File: config.mk
export PLATFORM = sky130hd
export DESIGN_NAME = commit_unit_top
export DESIGN_NICKNAME = d
export VERILOG_FILES = /design/src/commit_pkg.sv /design/src/lane_pair_if.sv /design/src/lane_decode.sv /design/src/wb_pipe_reg.sv /design/src/excp_encoder.sv /design/src/commit_ctrl.sv /design/src/commit_unit_top.sv
export VERILOG_INCLUDE_DIRS = /design/src
export SDC_FILE = /design/constraint.sdc
export NUM_CORES = 1
export LEC_CHECK = 0
export BUFFER_PORTS_ARGS = -buffer_cell sky130_fd_sc_hd__buf_4
export CORE_AREA = 2 2 172 174
export CTS_CLUSTER_SIZE = 8
export DETAILED_ROUTE_END_ITERATION = 16
export DIE_AREA = 0 0 174 176
export PLACE_DENSITY = 0.6
export SLEW_MARGIN = 15
export SYNTH_ARGS = -nofsm -noshare
export SYNTH_HDL_FRONTEND = slang
export SYNTH_SLANG_ARGS = --single-unit
File: constraint.sdc
create_clock -name clk -period 6.15 [get_ports clk]
set_input_delay 0.9225 -clock clk [delete_from_list [all_inputs] [get_ports clk]]
set_output_delay 0.9225 -clock clk [all_outputs]
set_load 0.1 [all_outputs]
File: src/commit_settings.svh
`ifndef COMMIT_SETTINGS_SVH
`define COMMIT_SETTINGS_SVH

// address width of pc, mem_addr and badv
`define ADDR_W 32

// LoongArch exception codes
`define ECODE_INT  6'h00
`define ECODE_PIL  6'h01
`define ECODE_PIS  6'h02
`define ECODE_PIF  6'h03
`define ECODE_PME  6'h04
`define ECODE_PPI  6'h07
`define ECODE_ADEF 6'h08
`define ECODE_ADEM 6'h08
`define ECODE_ALE  6'h09
`define ECODE_SYS  6'h0b
`define ECODE_BRK  6'h0c
`define ECODE_INE  6'h0d
`define ECODE_IPE  6'h0e
`define ECODE_TLBR 6'h3f

`define ESUBCODE_ADEF 9'h000
`define ESUBCODE_ADEM 9'h001

// cause-bit positions in excp_num
`define CAUSE_ADEF     1
`define CAUSE_TLBR_F   2
`define CAUSE_FETCH_HI 4
`define CAUSE_MEM_LO   9
`define CAUSE_TLBR_M   11

`endif

File: src/commit_pkg.sv
`include "commit_settings.svh"

`default_nettype none

package commit_pkg;

    typedef enum logic [4:0] {
        OP_ALU,
        OP_LL,
        OP_SC,
        OP_CSRWR,
        OP_CSRRD,
        OP_SYSCALL,
        OP_BREAK,
        OP_ERTN,
        OP_IDLE,
        OP_TLBSRCH,
        OP_BRANCH
    } op_e;

    // one lane as it reaches writeback
    typedef struct packed {
        logic              valid;
        op_e               op;
        logic [`ADDR_W-1:0] pc;
        logic [15:0]       excp_num;
        logic [`ADDR_W-1:0] mem_addr;
        logic [4:0]        rd;
        logic              rd_we;
        logic [31:0]       rd_data;
        logic              is_priv;
        // nothing may commit behind this lane
        logic              ends_group;
    } wb_lane_t;

    // fields handed to the CSR block on an exception
    typedef struct packed {
        logic [5:0]         ecode;
        logic               va_error;
        logic [`ADDR_W-1:0] badv;
        logic [8:0]         esubcode;
        logic               tlbrefill;
        logic               excp_tlb;
        logic [18:0]        tlb_vppn;
    } excp_report_t;

    typedef struct packed {
        logic we;
        logic value;
    } llbit_t;

endpackage

`default_nettype wire

File: src/lane_pair_if.sv
`default_nettype none

// two issue lanes moving together between stages
interface lane_pair_if
    import commit_pkg::*;
();

    wb_lane_t lane [0:1];

    // producer side
    modport src (
        output lane
    );

    // consumer side
    modport dst (
        input lane
    );

endinterface

`default_nettype wire

File: src/lane_decode.sv
`include "commit_settings.svh"

`default_nettype none

module lane_decode
    import commit_pkg::*;
(
    input  wire logic               lane0_valid_i,
    input  op_e                     lane0_op_i,
    input  wire logic [`ADDR_W-1:0] lane0_pc_i,
    input  wire logic [15:0]        lane0_excp_num_i,
    input  wire logic [`ADDR_W-1:0] lane0_mem_addr_i,
    input  wire logic [4:0]         lane0_rd_i,
    input  wire logic               lane0_rd_we_i,
    input  wire logic [31:0]        lane0_rd_data_i,
    input  wire logic               lane1_valid_i,
    input  op_e                     lane1_op_i,
    input  wire logic [`ADDR_W-1:0] lane1_pc_i,
    input  wire logic [15:0]        lane1_excp_num_i,
    input  wire logic [`ADDR_W-1:0] lane1_mem_addr_i,
    input  wire logic [4:0]         lane1_rd_i,
    input  wire logic               lane1_rd_we_i,
    input  wire logic [31:0]        lane1_rd_data_i,
    lane_pair_if.src                dec_o
);

    wb_lane_t rec [0:1];

    // privileged classes hold off issue until they commit
    function automatic logic op_is_priv(input op_e op);
        return op inside {OP_CSRWR, OP_CSRRD, OP_SYSCALL, OP_BREAK,
                          OP_ERTN, OP_IDLE, OP_TLBSRCH};
    endfunction

    function automatic logic op_ends_group(input op_e op);
        return op inside {OP_ERTN, OP_SYSCALL, OP_BREAK, OP_IDLE};
    endfunction

    always_comb begin
        rec[0] = '{lane0_valid_i, lane0_op_i, lane0_pc_i, lane0_excp_num_i,
                   lane0_mem_addr_i, lane0_rd_i, lane0_rd_we_i, lane0_rd_data_i,
                   1'b0, 1'b0};
        rec[1] = '{lane1_valid_i, lane1_op_i, lane1_pc_i, lane1_excp_num_i,
                   lane1_mem_addr_i, lane1_rd_i, lane1_rd_we_i, lane1_rd_data_i,
                   1'b0, 1'b0};
        // class flags from the op
        for (int i = 0; i < 2; i++) begin
            rec[i].is_priv = op_is_priv(rec[i].op);
            rec[i].ends_group = op_ends_group(rec[i].op);
        end
    end

    assign dec_o.lane[0] = rec[0];
    assign dec_o.lane[1] = rec[1];

endmodule

`default_nettype wire

File: src/wb_pipe_reg.sv
`default_nettype none

// writeback register for the lane pair
// advances every cycle and stall requests never hold it
module wb_pipe_reg (
    input  wire logic       clk,
    input  wire logic       rst,
    lane_pair_if.dst        dec_i,
    input  wire logic [1:0] lane_kill_i,
    lane_pair_if.src        wb_o
);

    genvar g;

    generate
        for (g = 0; g < 2; g++) begin : g_lane
            // payload follows the incoming lane
            always_ff @(posedge clk) begin
                wb_o.lane[g].op         <= dec_i.lane[g].op;
                wb_o.lane[g].pc         <= dec_i.lane[g].pc;
                wb_o.lane[g].excp_num   <= dec_i.lane[g].excp_num;
                wb_o.lane[g].mem_addr   <= dec_i.lane[g].mem_addr;
                wb_o.lane[g].rd         <= dec_i.lane[g].rd;
                wb_o.lane[g].rd_we      <= dec_i.lane[g].rd_we;
                wb_o.lane[g].rd_data    <= dec_i.lane[g].rd_data;
                wb_o.lane[g].is_priv    <= dec_i.lane[g].is_priv;
                wb_o.lane[g].ends_group <= dec_i.lane[g].ends_group;
            end

            // killed lanes enter as bubbles
            always_ff @(posedge clk) begin
                if (rst) begin
                    wb_o.lane[g].valid <= 1'b0;
                end else begin
                    wb_o.lane[g].valid <= dec_i.lane[g].valid & ~lane_kill_i[g];
                end
            end
        end
    endgenerate

endmodule

`default_nettype wire

File: src/excp_encoder.sv
`include "commit_settings.svh"

`default_nettype none

module excp_encoder
    import commit_pkg::*;
(
    input  wb_lane_t                lane0_i,
    input  wb_lane_t                lane1_i,
    output logic                    excp_o,
    output excp_report_t            report_o,
    output logic [`ADDR_W-1:0]      excp_pc_o
);

    logic       l0_hit;
    logic       l1_hit;
    wb_lane_t   sel;
    logic [3:0] cause_idx;
    logic       fetch_side;
    logic       mem_side;

    // lane 0 always wins
    assign l0_hit = lane0_i.valid && (lane0_i.excp_num != '0);
    assign l1_hit = lane1_i.valid && (lane1_i.excp_num != '0);
    assign excp_o = l0_hit | l1_hit;
    assign sel = (!l0_hit && l1_hit) ? lane1_i : lane0_i;
    assign excp_pc_o = sel.pc;

    // lowest set cause bit
    always_comb begin
        cause_idx = '0;
        for (int i = 15; i >= 0; i--) begin
            if (sel.excp_num[i]) begin
                cause_idx = i[3:0];
            end
        end
    end

    assign fetch_side = (cause_idx >= `CAUSE_ADEF) && (cause_idx <= `CAUSE_FETCH_HI);
    assign mem_side = (cause_idx >= `CAUSE_MEM_LO);

    always_comb begin
        report_o = '0;
        if (excp_o) begin
            case (cause_idx)
                4'd0:  report_o.ecode = `ECODE_INT;
                4'd1:  report_o.ecode = `ECODE_ADEF;
                4'd2:  report_o.ecode = `ECODE_TLBR;
                4'd3:  report_o.ecode = `ECODE_PIF;
                4'd4:  report_o.ecode = `ECODE_PPI;
                4'd5:  report_o.ecode = `ECODE_SYS;
                4'd6:  report_o.ecode = `ECODE_BRK;
                4'd7:  report_o.ecode = `ECODE_INE;
                4'd8:  report_o.ecode = `ECODE_IPE;
                4'd9:  report_o.ecode = `ECODE_ALE;
                4'd10: report_o.ecode = `ECODE_ADEM;
                4'd11: report_o.ecode = `ECODE_TLBR;
                4'd12: report_o.ecode = `ECODE_PME;
                4'd13: report_o.ecode = `ECODE_PPI;
                4'd14: report_o.ecode = `ECODE_PIS;
                default: report_o.ecode = `ECODE_PIL;
            endcase
            if (cause_idx == `CAUSE_ADEF) report_o.esubcode = `ESUBCODE_ADEF;
            if (cause_idx == 4'd10) report_o.esubcode = `ESUBCODE_ADEM;
            // bad address from pc or from the data access
            if (fetch_side) begin
                report_o.va_error = 1'b1;
                report_o.badv = sel.pc;
            end else if (mem_side) begin
                report_o.va_error = 1'b1;
                report_o.badv = sel.mem_addr;
            end
            // ADEF, ALE and ADEM are not tlb causes
            if ((fetch_side && cause_idx != `CAUSE_ADEF) || cause_idx >= `CAUSE_TLBR_M) begin
                report_o.excp_tlb = 1'b1;
                report_o.tlb_vppn = report_o.badv[`ADDR_W-1 -: 19];
            end
            report_o.tlbrefill = (cause_idx == `CAUSE_TLBR_F) || (cause_idx == `CAUSE_TLBR_M);
        end
    end

endmodule

`default_nettype wire

File: src/commit_ctrl.sv
`include "commit_settings.svh"

`default_nettype none

module commit_ctrl
    import commit_pkg::*;
(
    input  wire logic               clk,
    input  wire logic               rst,
    lane_pair_if.dst                wb_i,
    input  wire logic               ex_branch_i,
    input  wire logic [1:0]         ex_stallreq_i,
    input  wire logic [1:0]         mem_stallreq_i,
    input  wire logic               dispatch_stallreq_i,
    input  wire logic               is_pri_instr_i,
    output logic [1:0]              rf_we_o,
    output logic [4:0]              rf_addr0_o,
    output logic [4:0]              rf_addr1_o,
    output logic [31:0]             rf_data0_o,
    output logic [31:0]             rf_data1_o,
    output logic                    excp_o,
    output excp_report_t            report_o,
    output logic [`ADDR_W-1:0]      era_o,
    output logic                    ertn_flush_o,
    output logic                    idle_flush_o,
    output logic                    flush_o,
    output logic [1:0]              ex_mem_flush_o,
    output logic [4:0]              stall_o,
    output logic                    pri_stall_o,
    output llbit_t                  llbit_o
);

    wb_lane_t           l0;
    wb_lane_t           l1;
    logic [`ADDR_W-1:0] excp_pc;
    logic               l0_idle;

    assign l0 = wb_i.lane[0];
    assign l1 = wb_i.lane[1];

    excp_encoder u_excp_encoder (
        .lane0_i   (l0),
        .lane1_i   (l1),
        .excp_o    (excp_o),
        .report_o  (report_o),
        .excp_pc_o (excp_pc)
    );

    // register file writes
    assign rf_we_o[0] = l0.valid && l0.rd_we && (l0.excp_num == '0);
    // lane 1 drops behind a group end or any exception
    assign rf_we_o[1] = l1.valid && l1.rd_we && (l1.excp_num == '0) &&
                        !(l0.valid && l0.ends_group) && !excp_o;
    assign rf_addr0_o = l0.rd;
    assign rf_addr1_o = l1.rd;
    assign rf_data0_o = l0.rd_data;
    assign rf_data1_o = l1.rd_data;

    assign l0_idle = l0.valid && (l0.op == OP_IDLE);
    assign ertn_flush_o = (l0.valid && l0.op == OP_ERTN) || (l1.valid && l1.op == OP_ERTN);
    assign idle_flush_o = l0_idle;
    assign flush_o = excp_o | ertn_flush_o;
    // a taken branch in lane 0 also kills lane 1
    assign ex_mem_flush_o = {flush_o | ex_branch_i, flush_o};
    // idle resumes at the next instruction
    assign era_o = l0_idle ? excp_pc + `ADDR_W'(4) : excp_pc;

    always_comb begin
        if (|ex_stallreq_i || |mem_stallreq_i) begin
            stall_o = 5'b11110;
        end else if (dispatch_stallreq_i) begin
            stall_o = 5'b11100;
        end else begin
            stall_o = 5'b00000;
        end
    end

    // privileged ops issue alone, so they commit in lane 0
    always_ff @(posedge clk) begin
        if (rst) begin
            pri_stall_o <= 1'b0;
        end else if (is_pri_instr_i) begin
            pri_stall_o <= 1'b1;
        end else if ((l0.valid && l0.is_priv) || excp_o) begin
            pri_stall_o <= 1'b0;
        end
    end

    assign llbit_o.we = l0.valid && (l0.op == OP_LL || l0.op == OP_SC) && !excp_o;
    assign llbit_o.value = l0.valid && (l0.op == OP_LL) && !excp_o;

endmodule

`default_nettype wire

File: src/commit_unit_top.sv
`include "commit_settings.svh"

`default_nettype none

module commit_unit_top
    import commit_pkg::*;
(
    input  wire logic               clk,
    input  wire logic               rst,
    input  wire logic               lane0_valid_i,
    input  op_e                     lane0_op_i,
    input  wire logic [`ADDR_W-1:0] lane0_pc_i,
    input  wire logic [15:0]        lane0_excp_num_i,
    input  wire logic [`ADDR_W-1:0] lane0_mem_addr_i,
    input  wire logic [4:0]         lane0_rd_i,
    input  wire logic               lane0_rd_we_i,
    input  wire logic [31:0]        lane0_rd_data_i,
    input  wire logic               lane1_valid_i,
    input  op_e                     lane1_op_i,
    input  wire logic [`ADDR_W-1:0] lane1_pc_i,
    input  wire logic [15:0]        lane1_excp_num_i,
    input  wire logic [`ADDR_W-1:0] lane1_mem_addr_i,
    input  wire logic [4:0]         lane1_rd_i,
    input  wire logic               lane1_rd_we_i,
    input  wire logic [31:0]        lane1_rd_data_i,
    input  wire logic               ex_branch_i,
    input  wire logic [1:0]         ex_stallreq_i,
    input  wire logic [1:0]         mem_stallreq_i,
    input  wire logic               dispatch_stallreq_i,
    input  wire logic               is_pri_instr_i,
    output logic [1:0]              rf_we_o,
    output logic [4:0]              rf_addr0_o,
    output logic [4:0]              rf_addr1_o,
    output logic [31:0]             rf_data0_o,
    output logic [31:0]             rf_data1_o,
    output logic                    excp_o,
    output excp_report_t            report_o,
    output logic [`ADDR_W-1:0]      era_o,
    output logic                    ertn_flush_o,
    output logic                    idle_flush_o,
    output logic                    flush_o,
    output logic [1:0]              ex_mem_flush_o,
    output logic [4:0]              stall_o,
    output logic                    pri_stall_o,
    output llbit_t                  llbit_o
);

    logic [1:0] lane_kill;

    lane_pair_if dec_bus ();
    lane_pair_if wb_bus ();

    lane_decode u_lane_decode (
        .lane0_valid_i    (lane0_valid_i),
        .lane0_op_i       (lane0_op_i),
        .lane0_pc_i       (lane0_pc_i),
        .lane0_excp_num_i (lane0_excp_num_i),
        .lane0_mem_addr_i (lane0_mem_addr_i),
        .lane0_rd_i       (lane0_rd_i),
        .lane0_rd_we_i    (lane0_rd_we_i),
        .lane0_rd_data_i  (lane0_rd_data_i),
        .lane1_valid_i    (lane1_valid_i),
        .lane1_op_i       (lane1_op_i),
        .lane1_pc_i       (lane1_pc_i),
        .lane1_excp_num_i (lane1_excp_num_i),
        .lane1_mem_addr_i (lane1_mem_addr_i),
        .lane1_rd_i       (lane1_rd_i),
        .lane1_rd_we_i    (lane1_rd_we_i),
        .lane1_rd_data_i  (lane1_rd_data_i),
        .dec_o            (dec_bus.src)
    );

    // flush and branch kills feed back into the commit register
    wb_pipe_reg u_wb_pipe_reg (
        .clk         (clk),
        .rst         (rst),
        .dec_i       (dec_bus.dst),
        .lane_kill_i (lane_kill),
        .wb_o        (wb_bus.src)
    );

    commit_ctrl u_commit_ctrl (
        .clk                 (clk),
        .rst                 (rst),
        .wb_i                (wb_bus.dst),
        .ex_branch_i         (ex_branch_i),
        .ex_stallreq_i       (ex_stallreq_i),
        .mem_stallreq_i      (mem_stallreq_i),
        .dispatch_stallreq_i (dispatch_stallreq_i),
        .is_pri_instr_i      (is_pri_instr_i),
        .rf_we_o             (rf_we_o),
        .rf_addr0_o          (rf_addr0_o),
        .rf_addr1_o          (rf_addr1_o),
        .rf_data0_o          (rf_data0_o),
        .rf_data1_o          (rf_data1_o),
        .excp_o              (excp_o),
        .report_o            (report_o),
        .era_o               (era_o),
        .ertn_flush_o        (ertn_flush_o),
        .idle_flush_o        (idle_flush_o),
        .flush_o             (flush_o),
        .ex_mem_flush_o      (lane_kill),
        .stall_o             (stall_o),
        .pri_stall_o         (pri_stall_o),
        .llbit_o             (llbit_o)
    );

    assign ex_mem_flush_o = lane_kill;

endmodule

`default_nettype wire

[Word-level counts from Yosys, hierarchy flattened]
Memories as Yosys holds them, arrays and structs flattened.
Index checks and enable logic that the tools add are counted.
Word-level totals
  flip-flop bits (word level): 253
  ROM bits: 96
  input bits: 257
  memories kept: 1
Operators by class
  add/sub/neg operators: 1
  magnitude comparators: 4
  equality and inequality tests: 23
  multiplexer cells: 27
  bitwise operators: 7
  reduce and logical (&&, ||, !) cells: 40
Memories
  (no name shown): depth 16, width 6, rd ports 1, clocked after Yosys merged registers in 0, wr ports 0, RTL line excp_encoder.sv:45  | case (cause_idx)
Operators by type and width (number)
  two-way mux 120 bit: 1
  two-way mux 69 bit: 1
  two-way mux 33 bit: 2
  two-way mux 4 bit: 16
  equality test 5 x 3 -> 1 bit (second input constant): 10
  adder 32 x 3 -> 32 bit (second input constant): 1
  logical NOT 16 bit: 2
  two-way mux 32 bit: 1
  nonzero test 16 bit: 2
  equality test 5 x 4 -> 1 bit (second input constant): 5
  logical AND 1 bit: 20
  two-way mux 20 bit: 1
  equality test 5 x 2 -> 1 bit (second input constant): 3
  nonzero test 7 bit: 2
  two-way mux 5 bit: 2
  equality test 4 bit (second input constant): 2
  greater-or-equal comparator 4 bit (second input constant): 2
  nonzero test 4 bit: 2
  logical OR 1 bit: 6
  equality test 5 x 1 -> 1 bit (second input constant): 1
  equality test 4 x 2 -> 1 bit (second input constant): 1
  greater-or-equal comparator 4 x 1 -> 1 bit (second input constant): 1
  <= comparator 4 x 3 -> 1 bit (second input constant): 1
  != test 4 x 1 -> 1 bit (second input constant): 1
  other kinds (7): 16

[Longest topological paths before layout]
Gate-level depths: netlist (run 1).
  depth after elaboration: 27
  depth in mapped cells: 17

[Cells and area by module]
From an unflattened synthesis (run 1), not the netlist that was laid out.
Unflattened totals
  cell total of the unflattened synthesis: 1094
  area total of the unflattened synthesis: 11068.1 µm²
Modules (own cells, without submodules)
  wb_pipe_reg: times used 1, cells each 254, area each 5069.9 µm², sequential area each 5044.8 µm²
  excp_encoder: times used 1, cells each 364, area each 2546.2 µm², sequential area each 0.0 µm²
  lane_decode: times used 1, cells each 264, area each 1950.6 µm², sequential area each 0.0 µm²
  commit_ctrl: times used 1, cells each 212, area each 1501.4 µm², sequential area each 20.0 µm²

[Worst setup path after synthesis (run 1)]
No wires, ideal clock.
  kind: reg2out
  start: register u_wb_pipe_reg.wb_o.lane[206] (netlist name)
  end: output rf_we_o[1]
  arrival time: 6.505 ns
  required time: 5.227 ns
  path slack: -1.277 ns
  stages on the path, launching flop included: 7
  path buffers: 3
  cell sequence: dfxtp_1 -> or4_1 -> clkbuf_2 -> o41a_1 -> buf_6 -> clkbuf_1 -> a2111oi_0
On the way
  longest elaborated chain between the ends: 5
Ends and longest elaborated chain
  nonzero test 16 bit: RTL line excp_encoder.sv:23  | assign l0_hit = lane0_i.valid && (lane0_i.excp_num != '0);
  logical AND 1 bit: RTL line excp_encoder.sv:23
  OR 1 bit: RTL line excp_encoder.sv:25  | assign excp_o = l0_hit | l1_hit;
  logical NOT 1 bit: RTL line commit_ctrl.sv:53  | !(l0.valid && l0.ends_group) && !excp_o;
  logical AND 1 bit: RTL line commit_ctrl.sv:53
  end: declaration: RTL line commit_unit_top.sv:31  | output logic [1:0] rf_we_o,
Every way passes these cells.

==> metrics.txt, run 1 <==
Synth area leader dfxtp_1; # port buffers 438; post-synthesis compound-gate area fraction 7.56%; # Post-CTS Setup Buffers 0; fmax 171 MHz; WL/cell 18.7 um; Final Hold Fails 0; cell family with most CP delay simple AND/OR/NAND/NOR gates; Max rail drop VDD 0.232 mV; share of the synthesized area in the top cell type 54.9%; storage element area 5020 um^2; antenna violations before repair 0; area of the multi-input gates 3380 um^2; GP Congestion 0.855; Post-synth EDFFs 0; asr flop ratio synth 0%; Worst Tran Pin Value 0.972 ns; I/O pin count 448; DR pass1 iterations 5; crit path DAT 4.93 ns; hold_sp u_commit_ctrl.pri_stall_o; drt initial violations 289; total power 4.54 mW; Netlist cell types 67; RSZ-0062 raised after global routing no; post-synthesis sequential area ratio 54.9%; Tightest Hold Check Type register to register; worst endpoint required time 5.23 ns; die height 176 um; final wirelength 30,000 um; final setup fails 0; post-synthesis cell count 837; Syn Area/Cell 10.9 um^2; xor and xnor area share after synthesis 4.02%; Reg2Reg Depth 8; worst-path fanout max 34; pwr dens 341 nW/um^2; fin crit period 5.85 ns; CTS Buf Count 37; Final ANT Viol Nets 0; share of layout cells above drive strength 1 42.5%; largest family of logic cells by synthesized area simple AND/OR/NAND/NOR gates; CTS Sinks 251; routed vias 7,335; Max Slew Vio Count 0; CP endpoint kind output pin; reg2reg start u_wb_pipe_reg.wb_o.lane[202]; Post-Synth Adder-Cell Area 0.547%; grt ovf 0; Yosys reg bits 251; simple-gate area share of the yosys netlist 14.5%; clock slew at reported path FFs 0.05 ns; Buf+Inv Stages, Crit Path 2; Post-Syn Area 9160 um^2; Ys Warns 0; antenna cells 0; Final WS setup 0.297 ns; Cells on Worst Hold Path 2; pre-CTS WS 0.609 ns; Hold EP u_commit_ctrl.pri_stall_o; slowest stage delay, CP 0.67 ns; Top FF cell, synth dfxtp_1; clock buffer depth 3; leakage power 6.17 nW; crit path launch type register; Final HPWL DP 24,000 um; nets@finish 1,479; Worst Skew 0.0118 ns; reg2reg end u_wb_pipe_reg.wb_o.lane[125]; Crit Path Category register to output pin; CP max stage cell or4_1; vias per inst 4.57; flop-to-flop setup slack 2.77 ns; Layout area overhead 45.4%; CTS tree yes; core area 28,500 um^2; first-pass GRT wire length 43,100 um; synth top area cells dfxtp_1 (55%), buf_4 (7.1%), mux2i_1 (4.5%), mux4_1 (3.2%), and2_1 (2.8%); die area 30,600 um^2; Starting Density 32.1%; Die Wd 174 um; residual DRC count 0; Period Utilization, post-route 95.2%; Clock Latency Late Sink 0.51 ns; fillcell total 2,697; setup tns final 0 ns; status complete, no violations; vias in the first global route 7,385; post-synthesis mux area share 9.48%; Total GRT Usage 18.7%; largest net degree at the start of global routing 43; Clock Root Buffer clkbuf_16; crit path cell chain or4_1 -> o41a_1 -> or4_1 -> o32a_2 -> ha_1 -> nand2b_1 -> o21ai_4 -> buf_4 -> mux4_1 -> and2_1 -> buf_4; row cnt 62; CTS H-Tree Depth 2; Max transition margin 34.7%; Max-Cap Viols 0
[cell type report]
class,count,share of cell area [%]
well taps,384,3.61
clock buffers,41,7.38
clock inverters,2,0.273
flip-flops and latches,251,37.7
repair buffers,447,25.3
multi-input cells,470,25.4
inverters,11,0.310
[worst register-to-register path, stage by stage (launching register included)]
cell     delay, ns
dfxtp_1       0.34
or4_1         0.67
o41a_1        0.65
buf_4         0.32
nor2_2        0.12
buf_4         0.32
inv_1         0.23
or3_1         0.40
nor3b_1       0.24
[per-layer routing]
metal | vias up | track usage (%) | wire length, um
met5 | - | 0 | 0
met4 | 0 | 6.86 | 897
met3 | 57 | 6.40 | 2750
met1 | 3354 | 19.6 | 10800
met2 | 367 | 34.8 | 15600
li1 | 3557 | - | -
[what timing repair did]
action                                  CTS  global route
resized for setup                         0             2
hold endpoints to repair                  0             0
endpoints found under the setup margin    0            46
hold buffers                              0             0
[Yosys cell counts (all sizes together) (2+ instances only)]
master	instances
o211ai	3
nand3	30
nand3b	2
inv	11
and2	41
nand2	58
nor3b	3
nand4	7
a21oi	20
a31oi	8
nor2	56
a21o	2
a311oi	2
buf	103
a221oi	2
o311ai	2
o22a	11
o31ai	9
mux2i	41
nor4	12
xnor2	18
a41oi	2
nor3	10
or4	8
mux4	17
o21bai	2
nand2b	10
mux2	3
dfxtp	251
and3	6
clkbuf	10
ha	4
or2	5
xor2	24
o21ai	18
nor2b	6
[kinds of logic after synthesis]
family	Yosys count
DFF	251
buffers and inverters	124
and+or+nand+nor	260
other	1
adders and majority gates	4
AOI/OAI and AO/OA	94
xor gates and xnor gates	42
muxes	61
[state kept, by name (all words and copies together), names as in the netlist]
name                       count
u_commit_ctrl.pri_stall_o      1
u_wb_pipe_reg.wb_o.lane      250
[per-stage QoR]
step | util (%) | area [um^2] | hold slack (ns) | std cells
floorplan | - | 9200 | 0.491 | 845
global placement | 43.0 | 12300 | 0.479 | 1563
detailed placement | 43.0 | 12300 | 0.498 | 1563
CTS | 46.6 | 13300 | 0.480 | 1606
global route | 46.6 | 13300 | 0.481 | 1606
finish | 46.6 | 13300 | 0.509 | 1606
[worst max-delay path by stage]
| stage | to | slack [ns] | depth (start not counted) | from |
|---|---|---|---|---|
| 6_report | report_o[47] | 0.30 | 11 | u_wb_pipe_reg.wb_o.lane[202] |
| 5_1_grt | era_o[28] | 0.04 | 12 | u_wb_pipe_reg.wb_o.lane[202] |
| 4_1_cts | report_o[47] | 0.06 | 13 | u_wb_pipe_reg.wb_o.lane[202] |
| 3_5_place_dp | report_o[43] | 0.61 | 13 | u_wb_pipe_reg.wb_o.lane[202] |
| 3_3_place_gp | era_o[28] | 0.74 | 12 | u_wb_pipe_reg.wb_o.lane[202] |
| 2_1_floorplan | llbit_o[0] | -0.23 | 8 | u_wb_pipe_reg.wb_o.lane[206] |
[layout by cell type (no fill, tap or decap), types with 10 or more instances in the layout]
cell type	instances
buf_4	446
dfxtp_1	251
nand2_1	57
nor2_1	54
and2_1	41
mux2i_1	40
clkbuf_16	38
nand3_1	30
xor2_1	24
a21oi_1	19
xnor2_1	18
o21ai_0	14
nor4_1	12
inv_1	11
mux4_1	11
o22a_1	11
nor3_1	10
nand2b_1	10
[where the power goes]
group / internal [mW] / total, mW / switching, mW
clock: 1.12 / 1.79 / 0.679
sequential: 1.72 / 1.77 / 0.0527
combinational: 0.275 / 0.972 / 0.697
Note: power is estimated with default switching activity, not from simulation.
==> run 2, diff against run 1 <==
--- a/config.mk
+++ b/config.mk
@@ -6,6 +6,7 @@
 export SDC_FILE = /design/constraint.sdc
 export NUM_CORES = 1
 export LEC_CHECK = 0
+export ABC_AREA = 1
 export BUFFER_PORTS_ARGS = -buffer_cell sky130_fd_sc_hd__buf_4
 export CORE_AREA = 2 2 172 174
 export CTS_CLUSTER_SIZE = 8
==> metrics.txt, run 2 <==
status complete, no violations; I/O pin count 448; share of layout cells above drive strength 1 41.7%; vias per inst 4.21; Max transition margin 43.7%; Biggest register u_wb_pipe_reg.wb_o.lane; vias in the first global route 7,713; fin crit period 5.65 ns; Synth area leader dfxtp_1; Final ANT Viol Nets 0; worst-path fanout max 36; post-synthesis cell count 999; drt initial violations 272; xor and xnor area share after synthesis 2.01%; commonest cells after routing, fill and taps aside buf_4 (444), dfxtp_1 (251), nand2_1 (178); Crit Path Category register to output pin; grt ovf 0; leakage power 6.72 nW; Max Slew Vio Count 0; most frequent cell after synthesis dfxtp_1; GP Congestion 0.825; final setup fails 0; worst endpoint required time 5.23 ns; crit path DAT 4.73 ns; Period Utilization, post-route 91.9%; pwr dens 348 nW/um^2; Total GRT Usage 17.9%; Worst Tran Pin Value 0.838 ns; post-synthesis mux area share 5.19%; setup tns final 0 ns; Max-Cap Viols 0; first-pass GRT wire length 41,800 um; Post-synth EDFFs 0; largest registers u_wb_pipe_reg.wb_o.lane (250), u_commit_ctrl.pri_stall_o (1); die height 176 um; final wirelength 28,000 um; Final Hold Fails 0; clock buffer depth 3; die area 30,600 um^2; CTS H-Tree Depth 2; Yosys reg bits 251; fmax 177 MHz; # port buffers 438; Post-Syn Area 9150 um^2; synth top area cells dfxtp_1 (55%), buf_4 (7.4%), nand2_1 (7.3%), inv_1 (4.9%), mux2_2 (4.4%); CTS Sinks 251; simple-gate area share of the yosys netlist 17.6%; Die Wd 174 um; residual DRC count 0; commonest non-fill, non-tap cell in the layout buf_4; row cnt 62; Final HPWL DP 22,200 um; asr flop ratio synth 0%; Clock Root Buffer clkbuf_16; Netlist cell types 46; RSZ-0062 raised after global routing no; largest family of logic cells by synthesized area simple AND/OR/NAND/NOR gates; share of the synthesized area in the top cell type 54.9%; Max rail drop VDD 0.250 mV; WL/cell 15.9 um; crit path launch type register; Worst Skew 0.0164 ns; Post-Synth Adder-Cell Area 0.547%; largest net degree at the start of global routing 66; commonest cells in the synthesized netlist dfxtp_1 (251), nand2_1 (178), inv_1 (119); max reg flops 250; nets@finish 1,637; CTS tree yes; CP endpoint kind output pin; Layout area overhead 43.8%; post-synthesis sequential area ratio 54.9%; DR pass1 iterations 4; clock slew at reported path FFs 0.05 ns; Syn Area/Cell 9.16 um^2; antenna cells 0; antenna violations before repair 0; Clock Latency Late Sink 0.51 ns; total power 4.58 mW; routed vias 7,422; Starting Density 32.1%; post-synthesis compound-gate area fraction 5.22%; Top FF cell, synth dfxtp_1; Tightest Hold Check Type register to register; core area 28,500 um^2; Ys Warns 0; CTS Buf Count 37
## run 2: cell types whose count changed in the layout (fill, tap and decap cells not counted), sizes merged, moves of 10 or more
| cell | previous run | this run |
|---|---|---|
| nand3 | 30 | 51 |
| and2 | 41 | 1 |
| inv | 12 | 129 |
| nand2 | 58 | 192 |
| o21ai | 18 | 46 |
| o22a | 11 | 0 |
| xnor2 | 18 | 2 |
| mux2 | 3 | 36 |
| nor2 | 56 | 82 |
| nand2b | 10 | 0 |
| mux4 | 17 | 0 |
| mux2i | 41 | 7 |
## run 2: cell type report
type,count,area [um^2]
fillers,2764,15400
flip-flops and latches,251,5020
repair buffers,444,3330
multi-input cells,512,2830
clock buffers,38,930
inverters,130,492
well taps,384,480
clock inverters,4,71.3
## run 2: power breakdown
| group | total, mW | internal [mW] | leakage, nW | switching [mW] |
|---|---|---|---|---|
| clock network | 1.78 | 1.11 | 0.490 | 0.675 |
| registers | 1.75 | 1.72 | 2.12 | 0.0265 |
| logic | 1.05 | 0.270 | 4.12 | 0.780 |
## run 2: metal layers
| metal | GRT usage (%) | wire (um) |
|---|---|---|
| met1 | 18.1 | 10100 |
| met2 | 33.4 | 14200 |
| met3 | 7.71 | 3040 |
| met4 | 5.36 | 612 |
| met5 | 0 | 0 |
## run 2: worst max-delay path, stage by stage, from the launching register on
cell,delay (ns)
dfxtp_1,0.31
nor2_1,0.11
nand2_1,0.06
nor2_1,0.22
a21oi_2,0.14
nand2_4,0.19
buf_4,0.44
mux2i_1,0.27
nand2_1,0.08
nand2_1,0.05
nand2_1,0.10
nand2_1,0.10
nand2_2,0.08
inv_1,0.13
ha_1,0.24
nor2_4,0.06
nand2_4,0.07
buf_4,0.34
nand3_1,0.12
nand2_1,0.12
clkinvlp_4,0.38
nor2_1,0.25
buf_4,0.32
## run 2: kinds of logic after synthesis
kind of cell,Yosys count
adder cells (fa/ha/maj),4
XOR/XNOR,21
AND/OR/NAND/NOR,354
multiplexers,43
AO/OA/AOI/OAI,81
other,1
flip-flops,251
buffers and inverters,244
## run 2: repair_timing
item / 4_1_cts / 5_1_grt
hold buffers: 0 / 0
resized for setup: 0 / 1
setup endpoints to repair: 0 / 20
buffers inserted: 0 / 0
endpoints found under the hold margin: 0 / 0
## run 2: worst paths after layout
kind / start / end / slack [ns] / cells after the start
max: u_wb_pipe_reg.wb_o.lane[76] / report_o[17] / 0.50 / 22
min: u_commit_ctrl.pri_stall_o / u_commit_ctrl.pri_stall_o / 0.50 / 2
max reg2reg: u_wb_pipe_reg.wb_o.lane[76] / u_commit_ctrl.pri_stall_o / 3.84 / 9
min reg2reg: u_commit_ctrl.pri_stall_o / u_commit_ctrl.pri_stall_o / 0.50 / 2
## run 2: through the flow
| step | cell area (um^2) | worst slack [ns] | hold slack [ns] | std cells | utilization (%) |
|---|---|---|---|---|---|
| floorplan | 9190 | 0.100 | 0.492 | 1007 | - |
| global placement | 12200 | 0.899 | 0.483 | 1721 | 42.6 |
| detailed placement | 12200 | 0.788 | 0.489 | 1721 | 42.6 |
| CTS | 13200 | 0.198 | 0.483 | 1763 | 46.1 |
| global route | 13200 | 0.0323 | 0.484 | 1763 | 46.1 |
| finish | 13200 | 0.495 | 0.502 | 1763 | 46.1 |
